**src/cpu_pkg.sv**
```systemverilog
package cpu_pkg;

    typedef logic [31:0] word_t;    // data word.
    typedef logic [7:0]  addr_t;    // ram word address.

    // ****************************************
    // alu opcodes
    // ****************************************
    typedef enum logic [4:0] {
        OP_ADD,
        OP_ADDC,
        OP_SUB,
        OP_SUBC,
        OP_AND,
        OP_OR,
        OP_XOR,
        OP_COMP,                    // flags only.
        OP_BIT,                     // flags only.
        OP_TEST,                    // flags only.
        OP_MULU,
        OP_MULS,
        OP_INC,
        OP_DEC,
        OP_NOT,
        OP_NEG,
        OP_SWAP,
        OP_LOGIC_LEFT,
        OP_LOGIC_RIGHT,
        OP_ARITH_LEFT,
        OP_ARITH_RIGHT,
        OP_SIGN_EXT_B,
        OP_SIGN_EXT_W
    } alu_op_t;

    typedef struct packed {
        logic carry;
        logic zero;
        logic neg;
        logic over;
    } flags_t;

    typedef struct packed {
        alu_op_t op;
        addr_t   src_a;
        addr_t   src_b;
        addr_t   dst;
    } alu_cmd_t;

    // ****************************************
    // wishbone classic
    // ****************************************
    typedef struct packed {
        logic  cyc;
        logic  stb;
        logic  we;
        addr_t adr;
        word_t dat;
    } wb_req_t;

    typedef struct packed {
        logic  ack;
        word_t dat;
    } wb_rsp_t;

    function automatic logic writes_result(alu_op_t op);
        return !(op inside {OP_COMP, OP_BIT, OP_TEST});
    endfunction

endpackage
```
**src/wb_arbiter.sv**
```systemverilog
`timescale 1ns/10ps

module wb_arbiter #(
    parameter int num_masters = 3
) (
    input  logic             clk,
    input  logic             rst_n,
    input  cpu_pkg::wb_req_t m_req [num_masters],
    output cpu_pkg::wb_rsp_t m_rsp [num_masters],
    output cpu_pkg::wb_req_t s_req,
    input  cpu_pkg::wb_rsp_t s_rsp
);

    localparam int idx_w = (num_masters > 1) ? $clog2(num_masters) : 1;

    logic [num_masters-1:0] grant;          // registered owner, one-hot.
    logic [idx_w-1:0]       last_owner;
    logic [num_masters-1:0] next_grant;
    logic [idx_w-1:0]       next_owner;
    logic [idx_w-1:0]       cand;
    logic                   owner_cyc;

    // round-robin search starting after the last owner.
    always_comb begin
        next_grant = '0;
        next_owner = last_owner;
        cand       = last_owner;
        for (int k = 0; k < num_masters; k++) begin
            cand = (cand == idx_w'(num_masters - 1)) ? '0 : cand + 1'b1;
            if (next_grant == '0 && m_req[cand].cyc) begin
                next_grant[cand] = 1'b1;
                next_owner       = cand;
            end
        end
    end

    always_comb begin
        s_req     = '0;
        owner_cyc = 1'b0;
        for (int i = 0; i < num_masters; i++) begin
            if (grant[i]) begin
                s_req     = m_req[i];
                owner_cyc = m_req[i].cyc;
            end
        end
        for (int i = 0; i < num_masters; i++) begin
            m_rsp[i].ack = s_rsp.ack && grant[i];   // only the owner sees ack.
            m_rsp[i].dat = s_rsp.dat;
        end
    end

    always_ff @(posedge clk or negedge rst_n) begin
        if (!rst_n) begin
            grant      <= '0;
            last_owner <= idx_w'(num_masters - 1);  // engine 0 wins first.
        end else if (grant != '0) begin
            if (!owner_cyc)
                grant <= '0;
        end else if (next_grant != '0) begin
            grant      <= next_grant;
            last_owner <= next_owner;
        end
    end

endmodule

```
**config.mk**
```make
export PLATFORM = sky130hd
export DESIGN_NAME = wb_arbiter
export DESIGN_NICKNAME = d
export VERILOG_FILES = /design/src/cpu_pkg.sv /design/src/wb_arbiter.sv
export SDC_FILE = /design/constraint.sdc
export NUM_CORES = 1
export LEC_CHECK = 0
export BUFFER_PORTS_ARGS = -buffer_cell sky130_fd_sc_hd__buf_2
export CAP_MARGIN = 5
export CORE_AREA = 2 2 120 122
export CTS_BUF_LIST = sky130_fd_sc_hd__clkbuf_4 sky130_fd_sc_hd__clkbuf_8
export DETAILED_ROUTE_END_ITERATION = 10
export DIE_AREA = 0 0 122 124
export PLACE_DENSITY = 0.47
export REMOVE_ABC_BUFFERS = 1
export SYNTH_ARGS = -nofsm -noshare
export SYNTH_HDL_FRONTEND = slang
export SYNTH_SLANG_ARGS = --single-unit
export TNS_END_PERCENT = 5
```
**constraint.sdc**
```tcl
create_clock -name clk -period 1.05 [get_ports clk]
set_input_delay 0.105 -clock clk [delete_from_list [all_inputs] [get_ports clk]]
set_output_delay 0.105 -clock clk [all_outputs]
set_load 0.005 [all_outputs]
```
Word-level counts from Yosys, hierarchy flattened
Index checks and enable logic that the tools add are counted.
- flip-flop bits (word level): 5
- input bits: 164
- output and inout port bits: 142
- logic and storage cells: 73
- add/sub/neg operators: 3
- $lt $le $gt $ge: 9
- equality and inequality tests: 4
- muxes and demuxes: 33
- bitwise operators: 6
- reduce and logical (&&, ||, !) cells: 16
- operator list (kind ; count):
    $mux W43 ; 9
    $bmux W43 S2 ; 3
    $mux W3 ; 6
    $mux W2 ; 6
    $ge A3 B3 Y1 const B ; 3
    $lt A2 B3 Y1 const B ; 3
    $not A2 Y3 ; 3
    $reduce_bool A3 Y1 ; 3
    $logic_and A1 B1 Y1 ; 8
    $add A2 B1 Y2 const B ; 3
    $demux W1 S2 ; 3
    $eq A2 B2 Y1 const B ; 3
    $ge A2 B1 Y1 const B ; 3
    $logic_not A3 Y1 ; 2
    $mux W1 ; 6
    $or A3 B3 Y3 ; 2
    $reduce_and A3 Y1 ; 1
    $ne A2 B2 Y1 const B ; 1
    $reduce_and A2 Y1 ; 1
    $reduce_bool A2 Y1 ; 1
    $not A1 Y1 ; 1

Logic depth before layout (Yosys ltp)
Gate-level depths: netlist (run 1).
- depth in word-level cells: 16
- mapped depth: 5
- mapped depth without buffers: 3

Least setup slack after synthesis (run 1)
No wires, ideal clock.
- path kind: register to register
- start: register grant[2]
- end: register last_owner[0]
- setup time: 0.122 ns
- arrival time: 1.024 ns
- slack: -0.095 ns
- stages on the path, launching flop included: 5
- period minus slack after synthesis: 1.145 ns
- cells stage by stage: dfrtp_1 > buf_2 > nor3_2 > o21ai_0 > a32o_1
- longest elaborated chain between the ends: 3
- ends and longest elaborated chain (what ; RTL line ; text):
    start: declaration ; wb_arbiter.sv:16 ; logic [num_masters-1:0] grant;
    start signal: assignment ; wb_arbiter.sv:60 ; grant <= next_grant;
    $reduce_bool A3 Y1 ; wb_arbiter.sv:56 ; end else if (grant != '0) begin
    $not A1 Y1 (no source line) ; n/a ;
    $reduce_and A3 Y1 (no source line) ; n/a ;
    end signal: assignment ; wb_arbiter.sv:55 ; last_owner <= idx_w'(num_masters - 1);
    end signal: assignment ; wb_arbiter.sv:61 ; last_owner <= next_owner;
    end: declaration ; wb_arbiter.sv:17 ; logic [idx_w-1:0] last_owner;
No other way between the ends.
A chain may end at the register's enable or synchronous reset.

==> results of run 1 <==
-- state kept, by name (all words and copies together), names as in the netlist --
signal      count
grant           3
last_owner      2
-- cell usage after synthesis (2+ instances only) --
library cell	instances	area share
buf_4	98	0.40
nand2_1	44	0.089
a22oi_1	41	0.17
o21ai_1	40	0.11
clkbuf_1	8	0.016
buf_2	6	0.016
o21ai_0	6	0.016
buf_6	4	0.024
dfrtp_1	4	0.054
nor2b_1	4	0.014
and2_1	3	0.010
a21oi_1	2	0.0054
a32o_1	2	0.011
and3b_1	2	0.0095
nor3b_1	2	0.0081
-- cell families (layout without fill, tap and decap cells) --
kind of cell,Yosys count,in the layout,synth area share
flops,5,5,0.0682
buf+inv,116,203,0.454
compound gates,96,96,0.327
simple gates,59,59,0.146
mux,1,1,0.00540
-- report_power, final --
part	switching, mW	leakage [nW]	total, mW	internal (mW)
registers	0.127	0.0592	0.426	0.299
logic	2.35	1.15	4.74	2.40
clock network	0.109	0.0262	0.397	0.288
-- layout make-up --
class                   count  share of cell area
clock buffers               4              0.0193
multi-input cells         156               0.369
flip-flops and latches      5              0.0510
well taps                 180              0.0892
repair buffers            199               0.471
-- worst register-to-register path, stage by stage, from the launching register on --
cell and delay [ps]:
dfrtp_2 430, buf_4 210, nor3_4 220, o21ai_0 120
a32o_1 210
-- worst paths after layout --
kind / to / slack (ps) / cells after the start
worst min-delay path: grant[2] / 180 / 2
worst max register to register: last_owner[0] / -260 / 4
min in group asynchronous: last_owner[0] / 230 / 2
worst min register to register: last_owner[0] / 590 / 2
max in group asynchronous: last_owner[1] / 600 / 2
worst max-delay path: s_req[33] / -550 / 6
-- cells in the final DEF (no fill, tap or decap) --
cell type / netlist / routed
dlygate4sd3_1: 0 / 1
a21boi_0: 1 / 1
mux2i_1: 1 / 1
dfstp_2: 1 / 1
nor3b_1: 2 / 2
buf_6: 4 / 3
o21ai_2: 0 / 4
buf_4: 98 / 10
a22oi_2: 0 / 3
nor3_4: 0 / 1
clkbuf_16: 0 / 2
dfrtp_2: 0 / 2
nor2b_4: 0 / 1
dfrtp_1: 4 / 2
a32o_1: 2 / 2
and2_1: 3 / 2
a31oi_1: 1 / 1
nand2_1: 44 / 44
and2_4: 0 / 1
nand3_1: 1 / 1
o22ai_1: 1 / 1
o21ai_1: 40 / 38
buf_12: 0 / 7
nand2b_1: 1 / 1
clkbuf_4: 0 / 1
nand3b_1: 1 / 1
nor2b_1: 4 / 3
o21ai_0: 6 / 4
and3b_1: 2 / 2
buf_2: 6 / 176
a21oi_1: 2 / 2
a21o_1: 1 / 1
clkbuf_8: 0 / 3
a22oi_1: 41 / 38
o32a_1: 1 / 1
-- per-layer routing --
layer  routed length (um)  track usage  vias up
met3                 2180        0.109       19
li1                     -            -     1047
met2                 7280        0.310      238
met5                   13       0.0451        -
met4                  401       0.0474        2
met1                 4180        0.146     1071
-- metrics by stage --
stage	setup TNS, ps	cell area, sq um
after CTS	-22080	2430
after global routing	-26460	2520
final	-22430	2520
after global placement	-10650	2270
after detailed placement	-11920	2270
after floorplan	-79890	1010
-- timing repair --
item	4_1_cts	5_1_grt
resized for setup	14	6
endpoints found under the hold margin	5	0
buffers inserted	3	1
cloned	0	2
endpoints found under the setup margin	51	51
pin swaps	2	3
hold buffers	1	0
==> impl_metrics.tcl, run 1 <==
set metrics [dict create \
    status "complete, but fails checks" \
    violations "negative setup slack" \
    num_rows 43 \
    synth_warnings 0 \
    remaining_drc_errors 0 \
    grt_pass1_wl_um 16800 \
    cp_num_buf_inv 3 \
    grt.total_usage 0.167 \
    cp-startpoint "grant[1]" \
    antenna_cells 0 \
    pre_cts_ws_ps -420 \
    dpl.cell_count 533 \
    grt_overflow 0 \
    die_y_um 124 \
    place_congestion 0.779 \
    cp.arrival_ps 1490 \
    p_leak_nw 1.24 \
    drive_gt1_frac 0.591 \
    p_per_area_nw_per_um2 2200 \
    ant_nets 0 \
    tritoncts "built" \
    hold_viol 0 \
    cp.required_ps 940 \
    crit_type "reg2out" \
    die_area_sq_um 15100 \
    nets 529 \
    synth-main-ff-cell "dfrtp_1" \
    path_delay_family "flip-flops" \
    core-area_sq_um 13700 \
    drt-pass1-iter-count 4 \
    ys_seq_area_frac 0.0682 \
    synthCells 277 \
    crit_chain "nor2b_4 -> buf_12 -> clkbuf_16 -> a22oi_1 -> o21ai_1 -> buf_2" \
    vias 2377 \
    ff_latch_area_sq_um 129 \
    layout.cells.non_filler 544 \
    synthToLayoutAreaGrowth_pct 36.3 \
    cp_max_fo 10 \
    place_hpwl_um 12300 \
    portBuffers 177 \
    drv_slew 0 \
    worstMarginPinSlew_ps 229 \
    min_period_over_period 1.52 \
    slew_headroom 0.847 \
    clk_latency_ps 230 \
    hp-class "in2reg" \
    hp-start "m_req[42]" \
    grt_pass1_vias 2096 \
    multiInputGateArea_sq_um 932 \
    syn_avg_cell_area_sq_um 6.69 \
    holdWs_ps 184 \
    ir_drop_v 0.000731 \
    grt_max_degree 57 \
    cts_buffers 3 \
    clock.fmax_ghz 0.627 \
    initial_core_util 0.135 \
    clock-sinks 5 \
    synth-edff-count 0 \
    root_buffer "clkbuf_8" \
    routed_via_density 4.37 \
    htreeDepth 1 \
    yosys_register_bits 5 \
    clock_path_buffers 2 \
    setup_ws_ps -546 \
    fin_crit_ps 1600 \
    p_total_mw 5.56 \
    die_w_um 122 \
    clk_pin_slew_ps 40 \
    timing.max_cap.violations 0 \
    r2r_start "grant[1]" \
    antenna_found_initial 1 \
    final_core_util 0.184 \
    async_flop_share 1.00 \
    fillers 1560 \
    setup_viol 51 \
    drtIter0Drc 100 \
    max_stage_delay_ps 430 \
    cp-end-kind "primary output" \
    rsz0062_at_grt "yes" \
    cpMaxStageDelayCell "dfrtp_2" \
    fin_skew_ps 5.18 \
    synthDistinctLibCells 26 \
    wire_per_inst_um 25.8 \
    syn_area_sq_um 1850 \
    routed_wl_um 14100 \
    io_pins 306 \
    start_kind "flip-flop" \
]
Note: power is estimated with default switching activity, not from simulation.
==> run 2: changes to the inputs <==
ABC_AREA = 1   (was default)
ABC_CLOCK_PERIOD_IN_PS = 1050   (was default)
CORE_AREA = 2 2 118 120   (was 2 2 120 122)
DIE_AREA = 0 0 120 122   (was 0 0 122 124)
PLACE_DENSITY = 0.5   (was 0.47)
==> impl_metrics.tcl, run 2 <==
set metrics [dict create \
    finish.instance_area_sq_um 2750 \
    core-area_sq_um 13500 \
    clkPwrFrac 0.074 \
    clock-sinks 5 \
    drive_gt1_frac 0.600 \
    pwr-share-comb 0.841 \
    synth_top_cells_by_area "buf_4, a22oi_1, nand2_1" \
    cp.arrival_ps 1450 \
    timing.max_cap.violations 0 \
    clock.fmax_ghz 0.641 \
    cp_max_fo 5 \
    remaining_drc_errors 0 \
    die_y_um 122 \
    synthDistinctLibCells 25 \
    synthCells 315 \
    crit_chain "nand2_2 -> inv_4 -> buf_12 -> buf_12 -> buf_16 -> a22oi_1 -> o21ai_1 -> buf_2" \
    portBuffers 177 \
    routed_wl_um 13300 \
    yosys_register_bits 5 \
    drv_slew 0 \
    crit_type "reg2out" \
    drtIter0Drc 136 \
    synth_top_area_share 0.365 \
    ir_drop_v 0.000820 \
    slew_headroom 0.812 \
    synth-main-ff-cell "dfrtp_1" \
    nets 573 \
    reg_top3 "grant x3, last_owner x2" \
    hold_viol 0 \
    drt-pass1-iter-count 5 \
    grt_pass1_wl_um 16800 \
    clk_latency_ps 220 \
    vias 2549 \
    max_stage_delay_ps 380 \
    final_common_cell "buf_2" \
    place_congestion 0.841 \
    largest_reg_flops 3 \
    syn_avg_cell_area_sq_um 6.27 \
    cpMaxStageDelayCell "dfrtp_1" \
    ys_seq_area_frac 0.0640 \
    p_sw_mw 2.55 \
    place_area_sq_um 2400 \
    fin_skew_ps 2.91 \
    async_flop_share 1.00 \
    p_per_area_nw_per_um2 1920 \
    cp-end-kind "primary output" \
    fillers 1542 \
    grt_max_degree 47 \
    hp-class "in2out" \
    htreeDepth 1 \
    synth-edff-count 0 \
    met1_length_um 3780 \
    min_period_over_period 1.49 \
    die_w_um 120 \
    die_area_sq_um 14600 \
    dr_wl_met2_um 6780 \
    synth_warnings 0 \
    io_pins 306 \
    cts_buffers 3 \
    regMostFlops "grant" \
    status "complete, but fails checks" \
    clk_pin_slew_ps 40 \
    p_int_mw 2.72 \
    root_buffer "clkbuf_8" \
    setup_ws_ps -510 \
    final_core_util 0.204 \
    synthToLayoutAreaGrowth_pct 39.2 \
    pre_cts_ws_ps -452 \
    grt_overflow 0 \
    setup_viol 51 \
    grt.total_usage 0.167 \
    grt_pass1_vias 2170 \
    antenna_found_initial 0 \
    cp.required_ps 940 \
    tritoncts "built" \
    violations "negative setup slack" \
    num_rows 43 \
    p_leak_nw 1.43 \
    wire_per_inst_um 22.6 \
    initial_core_util 0.146 \
    routed_via_density 4.34 \
    highest_layer "met5" \
    sw_frac_of_total 0.483 \
    place_hpwl_um 11400 \
    clock_path_buffers 2 \
    worstMarginPinSlew_ps 282 \
    rsz0062_at_grt "yes" \
    synth_common_cells "buf_4, nand2_1, a22oi_1, o21ai_1" \
    ant_nets 0 \
    synth_area_leader_cell "buf_4" \
    p_total_mw 5.27 \
    antenna_cells 0 \
    fin_crit_ps 1560 \
    wl_met3_um 2050 \
    yosys.cell_count.top_type "buf_4" \
    syn_area_sq_um 1980 \
    start_kind "flip-flop" \
    seqPwrFrac 0.086 \
    layout_common_cells "buf_2, nand2_1, o21ai_1" \
    crit_top_cell "buf_12" \
]
[run 2: changes by cell type after synthesis, sizes merged, moves of 3 or more]
| cell | before | now |
|---|---|---|
| and2 | 3 | 0 |
| nand3 | 1 | 4 |
| nor2 | 0 | 9 |
| nor2b | 4 | 0 |
| inv | 0 | 14 |
| nand2 | 44 | 75 |
| nand4 | 0 | 3 |
[run 2: worst max-delay path: cells and delay by family, from the launching register on]
kind / cells / cell delay [ps]
AO/OA/AOI/OAI: 2 / 210
buffers and inverters: 5 / 560
AND/OR/NAND/NOR: 1 / 90
flip-flops: 1 / 380
[run 2: final cells by class]
| class | instances | area (sq um) | share of cell area |
|---|---|---|---|
| repair buffers | 204 | 1220 | 0.445 |
| multi-input cells | 181 | 1060 | 0.387 |
| flip-flops and latches | 5 | 129 | 0.0469 |
| well taps | 180 | 225 | 0.0819 |
| inverters | 14 | 57.6 | 0.0209 |
| clock buffers | 4 | 48.8 | 0.0177 |
[run 2: routing by layer]
layer / vias up / global-route usage
li1: 1153 / -
met1: 1144 / 0.141
met2: 227 / 0.311
met3: 21 / 0.113
met4: 4 / 0.0493
met5: - / 0.0521
[run 2: path summary, 6_finish.rpt]
check,startpoint,to,slack [ps],depth (start not counted)
setup reg to reg,last_owner[1],grant[0],-350,8
min in group asynchronous,rst_n,grant[0],230,2
hold / removal,s_rsp[0],m_rsp[66],210,0
max in group asynchronous,rst_n,last_owner[1],600,2
hold reg to reg,grant[0],grant[0],640,3
setup / recovery,grant[0],s_req[16],-510,8
[run 2: metrics by stage]
step	hold slack [ps]	setup TNS, ps	std cells
finish	210	-20740	588
global route	210	-25920	588
CTS	210	-22300	589
detailed placement	-71.9	-14530	573
global placement	-68.6	-14570	573
floorplan	-191	-44290	200
[run 2: cell families after synthesis]
group,synth area share
flops,0.0640
buf+inv,0.450
compound gates,0.284
simple gates,0.203
[run 2: power groups by stage]
stage | logic (mW) | clock network, mW | registers, mW
floorplan | 1.62 | 0 | 0.730
global placement | 3.80 | 0 | 0.448
detailed placement | 3.77 | 0 | 0.447
CTS | 4.47 | 0.393 | 0.460
global route | 4.93 | 0.404 | 0.477
finish | 4.43 | 0.388 | 0.452
[run 2: what timing repair did]
action | 4_1_cts | 5_1_grt
cloned | 3 | 0
hold endpoints to repair | 5 | 0
endpoints found under the setup margin | 51 | 51
resized for setup | 37 | 11
hold buffers | 1 | 0
pin swaps | 8 | 11
setup buffers | 8 | 0
